<file path="src/logic/ser_cfg_pkg.sv">
// Serializer link configuration: bus widths, slice ratio and parameter defaults
`default_nettype none

package ser_cfg_pkg;

  // ------------------------------
  // Bus widths
  // ------------------------------

  // Width of one wide flit on the push side
  parameter int PUSH_WIDTH = 32;
  // Width of one narrow flit on the pop side
  parameter int POP_WIDTH = 8;
  // Sideband metadata carried unchanged next to every flit
  parameter int META_WIDTH = 3;

  // Number of narrow slices in one wide flit
  parameter int SER_RATIO = PUSH_WIDTH / POP_WIDTH;
  // Enough bits to index a slice or hold a don't-care count
  parameter int SLICE_ID_WIDTH = $clog2(SER_RATIO);

  // Default module parameters, overridden from the top level
  parameter bit DEFAULT_MSB_FIRST = 1'b1;
  parameter int DEFAULT_FIFO_DEPTH = 4;

endpackage : ser_cfg_pkg

`default_nettype wire

</file>
<file path="src/logic/ser_types_pkg.sv">
// Serializer data types: flit field vectors and the skid slice occupancy states
`default_nettype none

package ser_types_pkg;

  // ------------------------------
  // Flit fields
  // ------------------------------

  // Payload of one wide flit as accepted on the input side
  typedef logic [ser_cfg_pkg::PUSH_WIDTH-1:0] wide_data_t;

  // Payload of one narrow flit as presented on the output side
  typedef logic [ser_cfg_pkg::POP_WIDTH-1:0] narrow_data_t;

  // Metadata sideband, never serialized, only replicated
  typedef logic [ser_cfg_pkg::META_WIDTH-1:0] meta_t;

  // Slice index, also used for the don't-care count of a last flit
  typedef logic [ser_cfg_pkg::SLICE_ID_WIDTH-1:0] slice_id_t;

  // ------------------------------
  // Skid slice occupancy
  // ------------------------------

  // How many entries the output register slice currently holds
  typedef enum logic [1:0] {
    SKID_EMPTY = 2'd0,
    SKID_ONE   = 2'd1,
    SKID_TWO   = 2'd2
  } skid_state_t;

endpackage : ser_types_pkg

`default_nettype wire

</file>
<file path="src/logic/flit_narrow_top.sv">
// Flit narrowing top level: input FIFO, slice serializer and output skid slice
`default_nettype none

module flit_narrow_top #(
  parameter bit MSB_FIRST  = ser_cfg_pkg::DEFAULT_MSB_FIRST,
  parameter int FIFO_DEPTH = ser_cfg_pkg::DEFAULT_FIFO_DEPTH
) (
  input  wire                         clk,
  input  wire                         rst_n,
  // Wide input stream
  input  wire                         in_valid,
  output logic                        in_ready,
  input  ser_types_pkg::wide_data_t   in_data,
  input  wire                         in_last,
  input  ser_types_pkg::slice_id_t    in_dont_care,
  input  ser_types_pkg::meta_t        in_meta,
  // Narrow output stream
  output logic                        out_valid,
  input  wire                         out_ready,
  output ser_types_pkg::narrow_data_t out_data,
  output logic                        out_last,
  output ser_types_pkg::meta_t        out_meta
);

  import ser_types_pkg::*;

  // ------------------------------
  // FIFO head to serializer
  // ------------------------------
  logic      head_valid;
  logic      head_ready;
  wide_data_t head_data;
  logic      head_last;
  slice_id_t head_dont_care;
  meta_t     head_meta;

  // Serializer to skid slice
  logic         ser_valid;
  logic         ser_ready;
  narrow_data_t ser_data;
  logic         ser_last;
  meta_t        ser_meta;

  // Holds wide flits stable while they are being sliced
  flit_push_fifo #(
    .DEPTH (FIFO_DEPTH)
  ) u_fifo (
    .clk, .rst_n,
    .in_valid, .in_ready, .in_data, .in_last, .in_dont_care, .in_meta,
    .head_valid, .head_ready, .head_data, .head_last, .head_dont_care, .head_meta
  );

  flit_serializer #(
    .MSB_FIRST (MSB_FIRST)
  ) u_ser (
    .clk, .rst_n,
    .head_valid, .head_ready, .head_data, .head_last, .head_dont_care, .head_meta,
    .ser_valid, .ser_ready, .ser_data, .ser_last, .ser_meta
  );

  // Registers the narrow stream and absorbs back-pressure without bubbles
  pop_skid_slice u_skid (
    .clk, .rst_n,
    .ser_valid, .ser_ready, .ser_data, .ser_last, .ser_meta,
    .out_valid, .out_ready, .out_data, .out_last, .out_meta
  );

endmodule : flit_narrow_top

`default_nettype wire

</file>
<file path="src/logic/flit_push_fifo.sv">
// Input FIFO for wide flits that keeps the head flit stable until it is popped
`default_nettype none

module flit_push_fifo #(
  parameter int DEPTH = ser_cfg_pkg::DEFAULT_FIFO_DEPTH
) (
  input  wire                       clk,
  input  wire                       rst_n,
  // Wide flit push side
  input  wire                       in_valid,
  output logic                      in_ready,
  input  ser_types_pkg::wide_data_t in_data,
  input  wire                       in_last,
  input  ser_types_pkg::slice_id_t  in_dont_care,
  input  ser_types_pkg::meta_t      in_meta,
  // Head flit towards the serializer
  output logic                      head_valid,
  input  wire                       head_ready,
  output ser_types_pkg::wide_data_t head_data,
  output logic                      head_last,
  output ser_types_pkg::slice_id_t  head_dont_care,
  output ser_types_pkg::meta_t      head_meta
);

  import ser_types_pkg::*;

  // A depth of one still needs a one-bit pointer
  localparam int PTR_W = (DEPTH > 1) ? $clog2(DEPTH) : 1;
  localparam int CNT_W = $clog2(DEPTH + 1);

  // Storage holds every field of an entry side by side
  wide_data_t mem_data [DEPTH];
  logic       mem_last [DEPTH];
  slice_id_t  mem_dc   [DEPTH];
  meta_t      mem_meta [DEPTH];

  logic [PTR_W-1:0] wr_ptr;
  logic [PTR_W-1:0] rd_ptr;
  logic [CNT_W-1:0] count;
  logic             push;
  logic             pop;

  // Ready looks at fullness only, which keeps the input ready path to one compare
  assign in_ready   = (count != CNT_W'(DEPTH));
  assign head_valid = (count != '0);
  assign push       = in_valid && in_ready;
  assign pop        = head_valid && head_ready;

  // Head comes straight out of storage so it only moves when rd_ptr moves
  assign head_data      = mem_data[rd_ptr];
  assign head_last      = mem_last[rd_ptr];
  assign head_dont_care = mem_dc[rd_ptr];
  assign head_meta      = mem_meta[rd_ptr];

  // ------------------------------
  // Storage write
  // ------------------------------
  always_ff @(posedge clk) begin
    if (push) begin
      mem_data[wr_ptr] <= in_data;
      mem_last[wr_ptr] <= in_last;
      mem_dc[wr_ptr]   <= in_dont_care;
      mem_meta[wr_ptr] <= in_meta;
    end
  end

  // ------------------------------
  // Pointers and occupancy
  // ------------------------------
  always_ff @(posedge clk) begin
    if (!rst_n) begin
      wr_ptr <= '0;
      rd_ptr <= '0;
      count  <= '0;
    end else begin
      // Pointers wrap at DEPTH so any depth works, not only powers of two
      if (push) begin
        wr_ptr <= (wr_ptr == PTR_W'(DEPTH - 1)) ? '0 : wr_ptr + PTR_W'(1);
      end
      if (pop) begin
        rd_ptr <= (rd_ptr == PTR_W'(DEPTH - 1)) ? '0 : rd_ptr + PTR_W'(1);
      end
      case ({push, pop})
        2'b10:   count <= count + CNT_W'(1);
        2'b01:   count <= count - CNT_W'(1);
        default: count <= count;
      endcase
    end
  end

endmodule : flit_push_fifo

`default_nettype wire

</file>
<file path="src/logic/flit_serializer.sv">
// Wide-to-narrow serializer that muxes one slice of the head flit per transfer
`default_nettype none

module flit_serializer #(
  // 1 sends the most significant slice first, 0 the least significant
  parameter bit MSB_FIRST = ser_cfg_pkg::DEFAULT_MSB_FIRST
) (
  input  wire                         clk,
  input  wire                         rst_n,
  // Head flit from the input FIFO, held stable until head_ready
  input  wire                         head_valid,
  output logic                        head_ready,
  input  ser_types_pkg::wide_data_t   head_data,
  input  wire                         head_last,
  input  ser_types_pkg::slice_id_t    head_dont_care,
  input  ser_types_pkg::meta_t        head_meta,
  // Narrow flit stream towards the skid slice
  output logic                        ser_valid,
  input  wire                         ser_ready,
  output ser_types_pkg::narrow_data_t ser_data,
  output logic                        ser_last,
  output ser_types_pkg::meta_t        ser_meta
);

  import ser_cfg_pkg::*;
  import ser_types_pkg::*;

  // Index of the final slice of a full flit
  localparam slice_id_t LAST_SLICE = slice_id_t'(SER_RATIO - 1);

  slice_id_t count;
  slice_id_t slice_sel;
  slice_id_t count_plus_dc;
  logic      ser_xfer;
  logic      flit_done;

  // ------------------------------
  // Handshake
  // ------------------------------

  // Zero cut-through latency, so a valid head is a valid slice
  assign ser_valid = head_valid;
  assign ser_xfer  = ser_valid && ser_ready;

  // Don't-care slices sit at the tail of the order whichever end goes first,
  // so the remaining count plus the don't-care count reaching the last index
  // marks the final slice that has to be sent
  assign count_plus_dc = count + head_dont_care;
  assign ser_last      = head_last && (count_plus_dc == LAST_SLICE);

  // A non-last flit always runs through every slice
  assign flit_done = head_last ? ser_last : (count == LAST_SLICE);

  // Pop the head only together with its final slice
  assign head_ready = ser_ready && flit_done;

  // ------------------------------
  // Slice counter
  // ------------------------------

  // The FIFO keeps the head stable, so the counter simply follows the
  // transfers and returns to zero once the flit is finished
  always_ff @(posedge clk) begin
    if (!rst_n) begin
      count <= '0;
    end else if (ser_xfer) begin
      if (flit_done) begin
        count <= '0;
      end else begin
        count <= count + slice_id_t'(1);
      end
    end
  end

  // ------------------------------
  // Slice mux
  // ------------------------------

  // Counter position is mapped to a physical slice index by the order setting
  assign slice_sel = MSB_FIRST ? (LAST_SLICE - count) : count;

  // A binary mux over the slices, no shifting of the payload
  always_comb begin
    ser_data = '0;
    for (int i = 0; i < SER_RATIO; i++) begin
      if (slice_sel == slice_id_t'(i)) begin
        ser_data = head_data[i*POP_WIDTH +: POP_WIDTH];
      end
    end
  end

  // Metadata is replicated on every slice of the same wide flit
  assign ser_meta = head_meta;

endmodule : flit_serializer

`default_nettype wire

</file>
<file path="src/logic/pop_skid_slice.sv">
// Two-entry output register slice giving registered outputs and ready at full rate
`default_nettype none

module pop_skid_slice (
  input  wire                         clk,
  input  wire                         rst_n,
  // Narrow stream from the serializer
  input  wire                         ser_valid,
  output logic                        ser_ready,
  input  ser_types_pkg::narrow_data_t ser_data,
  input  wire                         ser_last,
  input  ser_types_pkg::meta_t        ser_meta,
  // Registered narrow stream leaving the block
  output logic                        out_valid,
  input  wire                         out_ready,
  output ser_types_pkg::narrow_data_t out_data,
  output logic                        out_last,
  output ser_types_pkg::meta_t        out_meta
);

  import ser_types_pkg::*;

  skid_state_t  state;
  skid_state_t  state_next;
  // Main register drives the outputs, skid register catches the overflow
  narrow_data_t main_data;
  logic         main_last;
  meta_t        main_meta;
  narrow_data_t skid_data;
  logic         skid_last;
  meta_t        skid_meta;
  logic         push;
  logic         pop;

  assign push      = ser_valid && ser_ready;
  assign pop       = out_valid && out_ready;
  assign out_valid = (state != SKID_EMPTY);
  assign out_data  = main_data;
  assign out_last  = main_last;
  assign out_meta  = main_meta;

  // ------------------------------
  // Occupancy FSM
  // ------------------------------
  always_comb begin
    state_next = state;
    case (state)
      SKID_EMPTY: if (push) state_next = SKID_ONE;
      // Push and pop together keep one entry and sustain a flit per cycle
      SKID_ONE:   if (push && !pop) state_next = SKID_TWO;
                  else if (!push && pop) state_next = SKID_EMPTY;
      SKID_TWO:   if (pop) state_next = SKID_ONE;
      default:    state_next = SKID_EMPTY;
    endcase
  end

  // Ready comes from a flop, one entry of slack covers the cycle of delay
  always_ff @(posedge clk) begin
    if (!rst_n) begin
      state     <= SKID_EMPTY;
      ser_ready <= 1'b1;
    end else begin
      state     <= state_next;
      ser_ready <= (state_next != SKID_TWO);
    end
  end

  // ------------------------------
  // Payload registers
  // ------------------------------
  always_ff @(posedge clk) begin
    // New data goes to main unless main is stalled with its flit still pending
    if (push && (state == SKID_EMPTY || pop)) begin
      main_data <= ser_data;
      main_last <= ser_last;
      main_meta <= ser_meta;
    end else if (push) begin
      skid_data <= ser_data;
      skid_last <= ser_last;
      skid_meta <= ser_meta;
    end else if (pop && state == SKID_TWO) begin
      // Refill main from the skid entry as the output drains
      main_data <= skid_data;
      main_last <= skid_last;
      main_meta <= skid_meta;
    end
  end

endmodule : pop_skid_slice

`default_nettype wire

</file>
<file path="config.mk">
export PLATFORM = sky130hd
export DESIGN_NAME = flit_narrow_top
export DESIGN_NICKNAME = d
export VERILOG_FILES = /design/src/logic/ser_cfg_pkg.sv /design/src/logic/ser_types_pkg.sv /design/src/logic/flit_narrow_top.sv /design/src/logic/flit_push_fifo.sv /design/src/logic/flit_serializer.sv /design/src/logic/pop_skid_slice.sv
export SDC_FILE = /design/constraint.sdc
export NUM_CORES = 1
export LEC_CHECK = 0
export BUFFER_PORTS_ARGS = -buffer_cell sky130_fd_sc_hd__buf_2
export CAP_MARGIN = 10
export CORE_MARGIN = 2
export CORE_UTILIZATION = 31
export CTS_CLUSTER_SIZE = 24
export DETAILED_ROUTE_END_ITERATION = 10
export MAX_ROUTING_LAYER = met4
export SLEW_MARGIN = 20
export SYNTH_ARGS = -nofsm -noshare
export SYNTH_HDL_FRONTEND = slang
export SYNTH_SLANG_ARGS = --single-unit
</file>
<file path="constraint.sdc">
create_clock -name clk -period 5.2 [get_ports clk]
set_input_delay 1.56 -clock clk [delete_from_list [all_inputs] [get_ports clk]]
set_output_delay 1.56 -clock clk [all_outputs]
set_load 0.005 [all_outputs]
</file>
==> results.json <==
{
  "grt_antenna_before_repair": 0,
  "holdPathStages": 2,
  "core_um2": 24200,
  "final_nets": 509,
  "syn_nets": 446,
  "power.leakage_nw": 2.93,
  "postCtsSetupBuffers": 0,
  "cp_cell_sequence": "mux4_2 > ha_1 > xnor2_1 > xnor2_1 > nand2_2 > a21oi_1 > ha_1 > inv_1 > fa_1 > xor2_1 > or3_1 > a21boi_0",
  "worstMarginPinSlew_ps": 1050,
  "clock.fmax_mhz": 268,
  "place_congestion": 0.721,
  "layout.cells.most_common": "edfxtp_1",
  "crit_buf_inv": 1,
  "postLayoutCellArea_um2": 8860,
  "cp-endpoint": "u_fifo.count[2]$_SDFFE_PN0P_",
  "mostFrequentLayoutCells": "176 x edfxtp_1, 55 x buf_2, 26 x mux4_2, 17 x clkbuf_16, 13 x dfxtp_1",
  "boundaryPins": 56,
  "maxCapViolCount": 0,
  "final.setup.tns_ps": 0,
  "routed_wl_mm": 14.4,
  "antenna_cells": 0,
  "max_slew_margin_pct": 30.0,
  "path_max_fanout": 19,
  "grt-ovfl-total": 0,
  "ant_nets": 0,
  "instances_no_fill": 792,
  "io_buffers": 55,
  "numCtsBuffers": 17,
  "syn_inst": 392,
  "dieArea_um2": 25900,
  "powerDensity_nw_per_um2": 492,
  "max_stage_delay_ps": 750,
  "track_usage_pct": 12.2,
  "synth_top_area_share_pct": 69.2,
  "synth_area_um2": 7640,
  "power.share.sequential_pct": 45.5,
  "critPathTopFamily": "adder cells",
  "layout_min_cycle_time_ps": 3730,
  "die_y_um": 161,
  "switchingPower_mw": 1.16,
  "setup_violations": 0,
  "cts_buffer_depth": 2,
  "setup_ws_ps": 1470,
  "fp-row-count": 57,
  "p_clk_share_pct": 32.0,
  "worstPathArrival_ps": 4080,
  "syn_avg_cell_area_um2": 19.5,
  "worstReg2RegEnd": "u_fifo.count[2]$_SDFFE_PN0P_",
  "synth_area_leaders": "edfxtp_1 69%, mux4_2 7.7%, mux4_1 4.1%",
  "wl_per_cell_um": 18.2,
  "swShare_pct": 26.6,
  "cts.clk_slew.worst_paths_ps": 70,
  "fillCellCount": 2267,
  "hold_class": "reg2reg",
  "ys_warn_count": 0,
  "dpl_cell_area_um2": 8210,
  "grt_pass1_vias": 3927,
  "grt_first_pass_wirelength_mm": 22.7,
  "worstSkewPairLatency_ps": 430,
  "pre_cts_ws_ps": 1390,
  "route.detailed.drc": 0,
  "worst_ir_drop_vdd_uv": 221,
  "synthFlopType": "edfxtp_1",
  "place_inst": 760,
  "comb_power_share_pct": 22.4,
  "async_flop_share_pct": 0,
  "die_w_um": 161,
  "worst_clock_skew_ps": 9.65,
  "ctsHoldBuffers": 0,
  "seq_area_frac_synth_pct": 72.9,
  "synth_top_area_cell": "edfxtp_1",
  "crit_slowest_cell": "dfxtp_2",
  "area_growth_pct": 16.0,
  "required_ps": 5550,
  "initial_core_util_pct": 31.5,
  "synth_edf_count": 176,
  "end_kind": "register",
  "vias_per_cell": 4.64,
  "cp-start-kind": "register",
  "ys_ff_latch": 190,
  "drive_gt1_share_pct": 27.4,
  "rsz0062_at_grt": "false",
  "outcome": "complete, no violations",
  "final_max_slew_viol_count": 0,
  "drt_iter0_markers": 286,
  "routed-via-count": 3678,
  "period_share_pct": 71.8,
  "clockRootBuffer": "clkbuf_16",
  "reg2regPathDepth": 12,
  "cts-htree-levels": 4,
  "ctsResizeCount": 0,
  "cts_sinks": 190,
  "hpwl_mm": 8.93,
  "grt_max_degree": 39,
  "crit_cells": 12,
  "crit_type": "reg2reg",
  "whs_ps": 527,
  "first_pass_iters": 4,
  "r2r_setup_slack_ps": 1470,
  "synth.distinct_cells": 50,
  "cts_tree": "built",
  "internal_power_mw": 3.20,
  "finalHoldViolations": 0
}
[logic make-up after synthesis]
kind of cell	share of synthesized area, %
flip-flops	72.9
AND/OR/NAND/NOR	4.95
AO/OA/AOI/OAI	4.49
multiplexers	12.6
buffers and inverters	2.42
adder cells (fa/ha/maj)	2.06
XOR/XNOR	0.573
[cell usage after synthesis (2+ instances only)]
master and count:
xnor2_1 3, nand2b_1 5, mux2_2 4, buf_12 2
nor2_1 5, inv_1 9, and3_1 5, nand2_1 12
o21ai_1 8, dfxtp_1 14, o311ai_1 2, or2b_1 4
clkbuf_4 2, nor2b_1 6, mux4_1 12, and2_1 10
buf_6 2, a21oi_1 12, nand3b_1 2, or3_1 2
and2b_1 4, ha_1 11, a21boi_0 3, a22oi_1 8
buf_2 3, xor2_1 2, clkbuf_1 3, mux2i_1 2
edfxtp_1 176, a22o_1 8, buf_4 2, mux4_2 26
nand3_1 2, o21ai_0 5
[tightest hold or removal path, cell delays in order, from the launching register on]
cell and delay, ps:
dfxtp_1 350, nand2_1 60, a21boi_0 70
[worst min-delay path by stage]
| stage | slack (ps) | endpoint | from |
|---|---|---|---|
| after floorplan | 490 | u_fifo.wr_ptr[0]$_SDFFE_PN0P_ | u_fifo.wr_ptr[0]$_SDFFE_PN0P_ |
| after global placement | 500 | u_fifo.count[2]$_SDFFE_PN0P_ | u_fifo.count[2]$_SDFFE_PN0P_ |
| after detailed placement | 520 | u_fifo.wr_ptr[0]$_SDFFE_PN0P_ | u_fifo.wr_ptr[0]$_SDFFE_PN0P_ |
| after CTS | 530 | u_fifo.wr_ptr[0]$_SDFFE_PN0P_ | u_fifo.wr_ptr[0]$_SDFFE_PN0P_ |
| after global routing | 570 | u_fifo.wr_ptr[0]$_SDFFE_PN0P_ | u_fifo.wr_ptr[0]$_SDFFE_PN0P_ |
| final | 530 | u_fifo.wr_ptr[0]$_SDFFE_PN0P_ | u_fifo.wr_ptr[0]$_SDFFE_PN0P_ |
[state kept, by name, summed over array words and instances, names as in the netlist, 3 cells and up, named ones only]
register / count
u_fifo.mem_data: 128
u_fifo.mem_meta: 12
u_fifo.mem_dc: 8
u_skid.out_data: 8
u_skid.skid_data: 8
u_fifo.mem_last: 4
u_fifo.count: 3
u_skid.out_meta: 3
u_skid.skid_meta: 3
[final cells by class]
type	count	area [µm²]	area share, %
clock buffer	18	429	4.84
inverter	9	33.8	0.381
multi-input combinational	177	1900	21.5
tap	324	405	4.57
timing repair buffer	60	313	3.53
clock inverter	14	211	2.39
sequential	190	5570	62.8
[power by group through the flow]
stage / Combinational, mW / Sequential [mW] / Clock (mW)
after detailed placement: 0.984 / 2.02 / 0
after global routing: 1.09 / 2.01 / 1.49
after CTS: 0.991 / 1.99 / 1.43
final: 0.979 / 1.99 / 1.40
after global placement: 0.961 / 2.01 / 0
after floorplan: 0.740 / 2.00 / 0
[per-layer routing]
| layer | share of wire [%] | routed length (µm) | global-route usage (%) | up-vias |
|---|---|---|---|---|
| met5 | 0 | 0 | - | - |
| met2 | 49 | 7130 | 19.5 | 97 |
| met3 | 5.1 | 730 | 3.57 | 6 |
| li1 | - | - | - | 1704 |
| met1 | 45 | 6500 | 15.1 | 1871 |
| met4 | 0.50 | 72 | 3.41 | 0 |
[metrics by stage]
stage	util [%]	total power [mW]
after detailed placement	33.9	3.01
after floorplan	-	2.74
after global placement	33.9	2.98
after global routing	36.6	4.59
after CTS	36.5	4.41
final	36.6	4.36
Power figures use the tool's default switching activity.
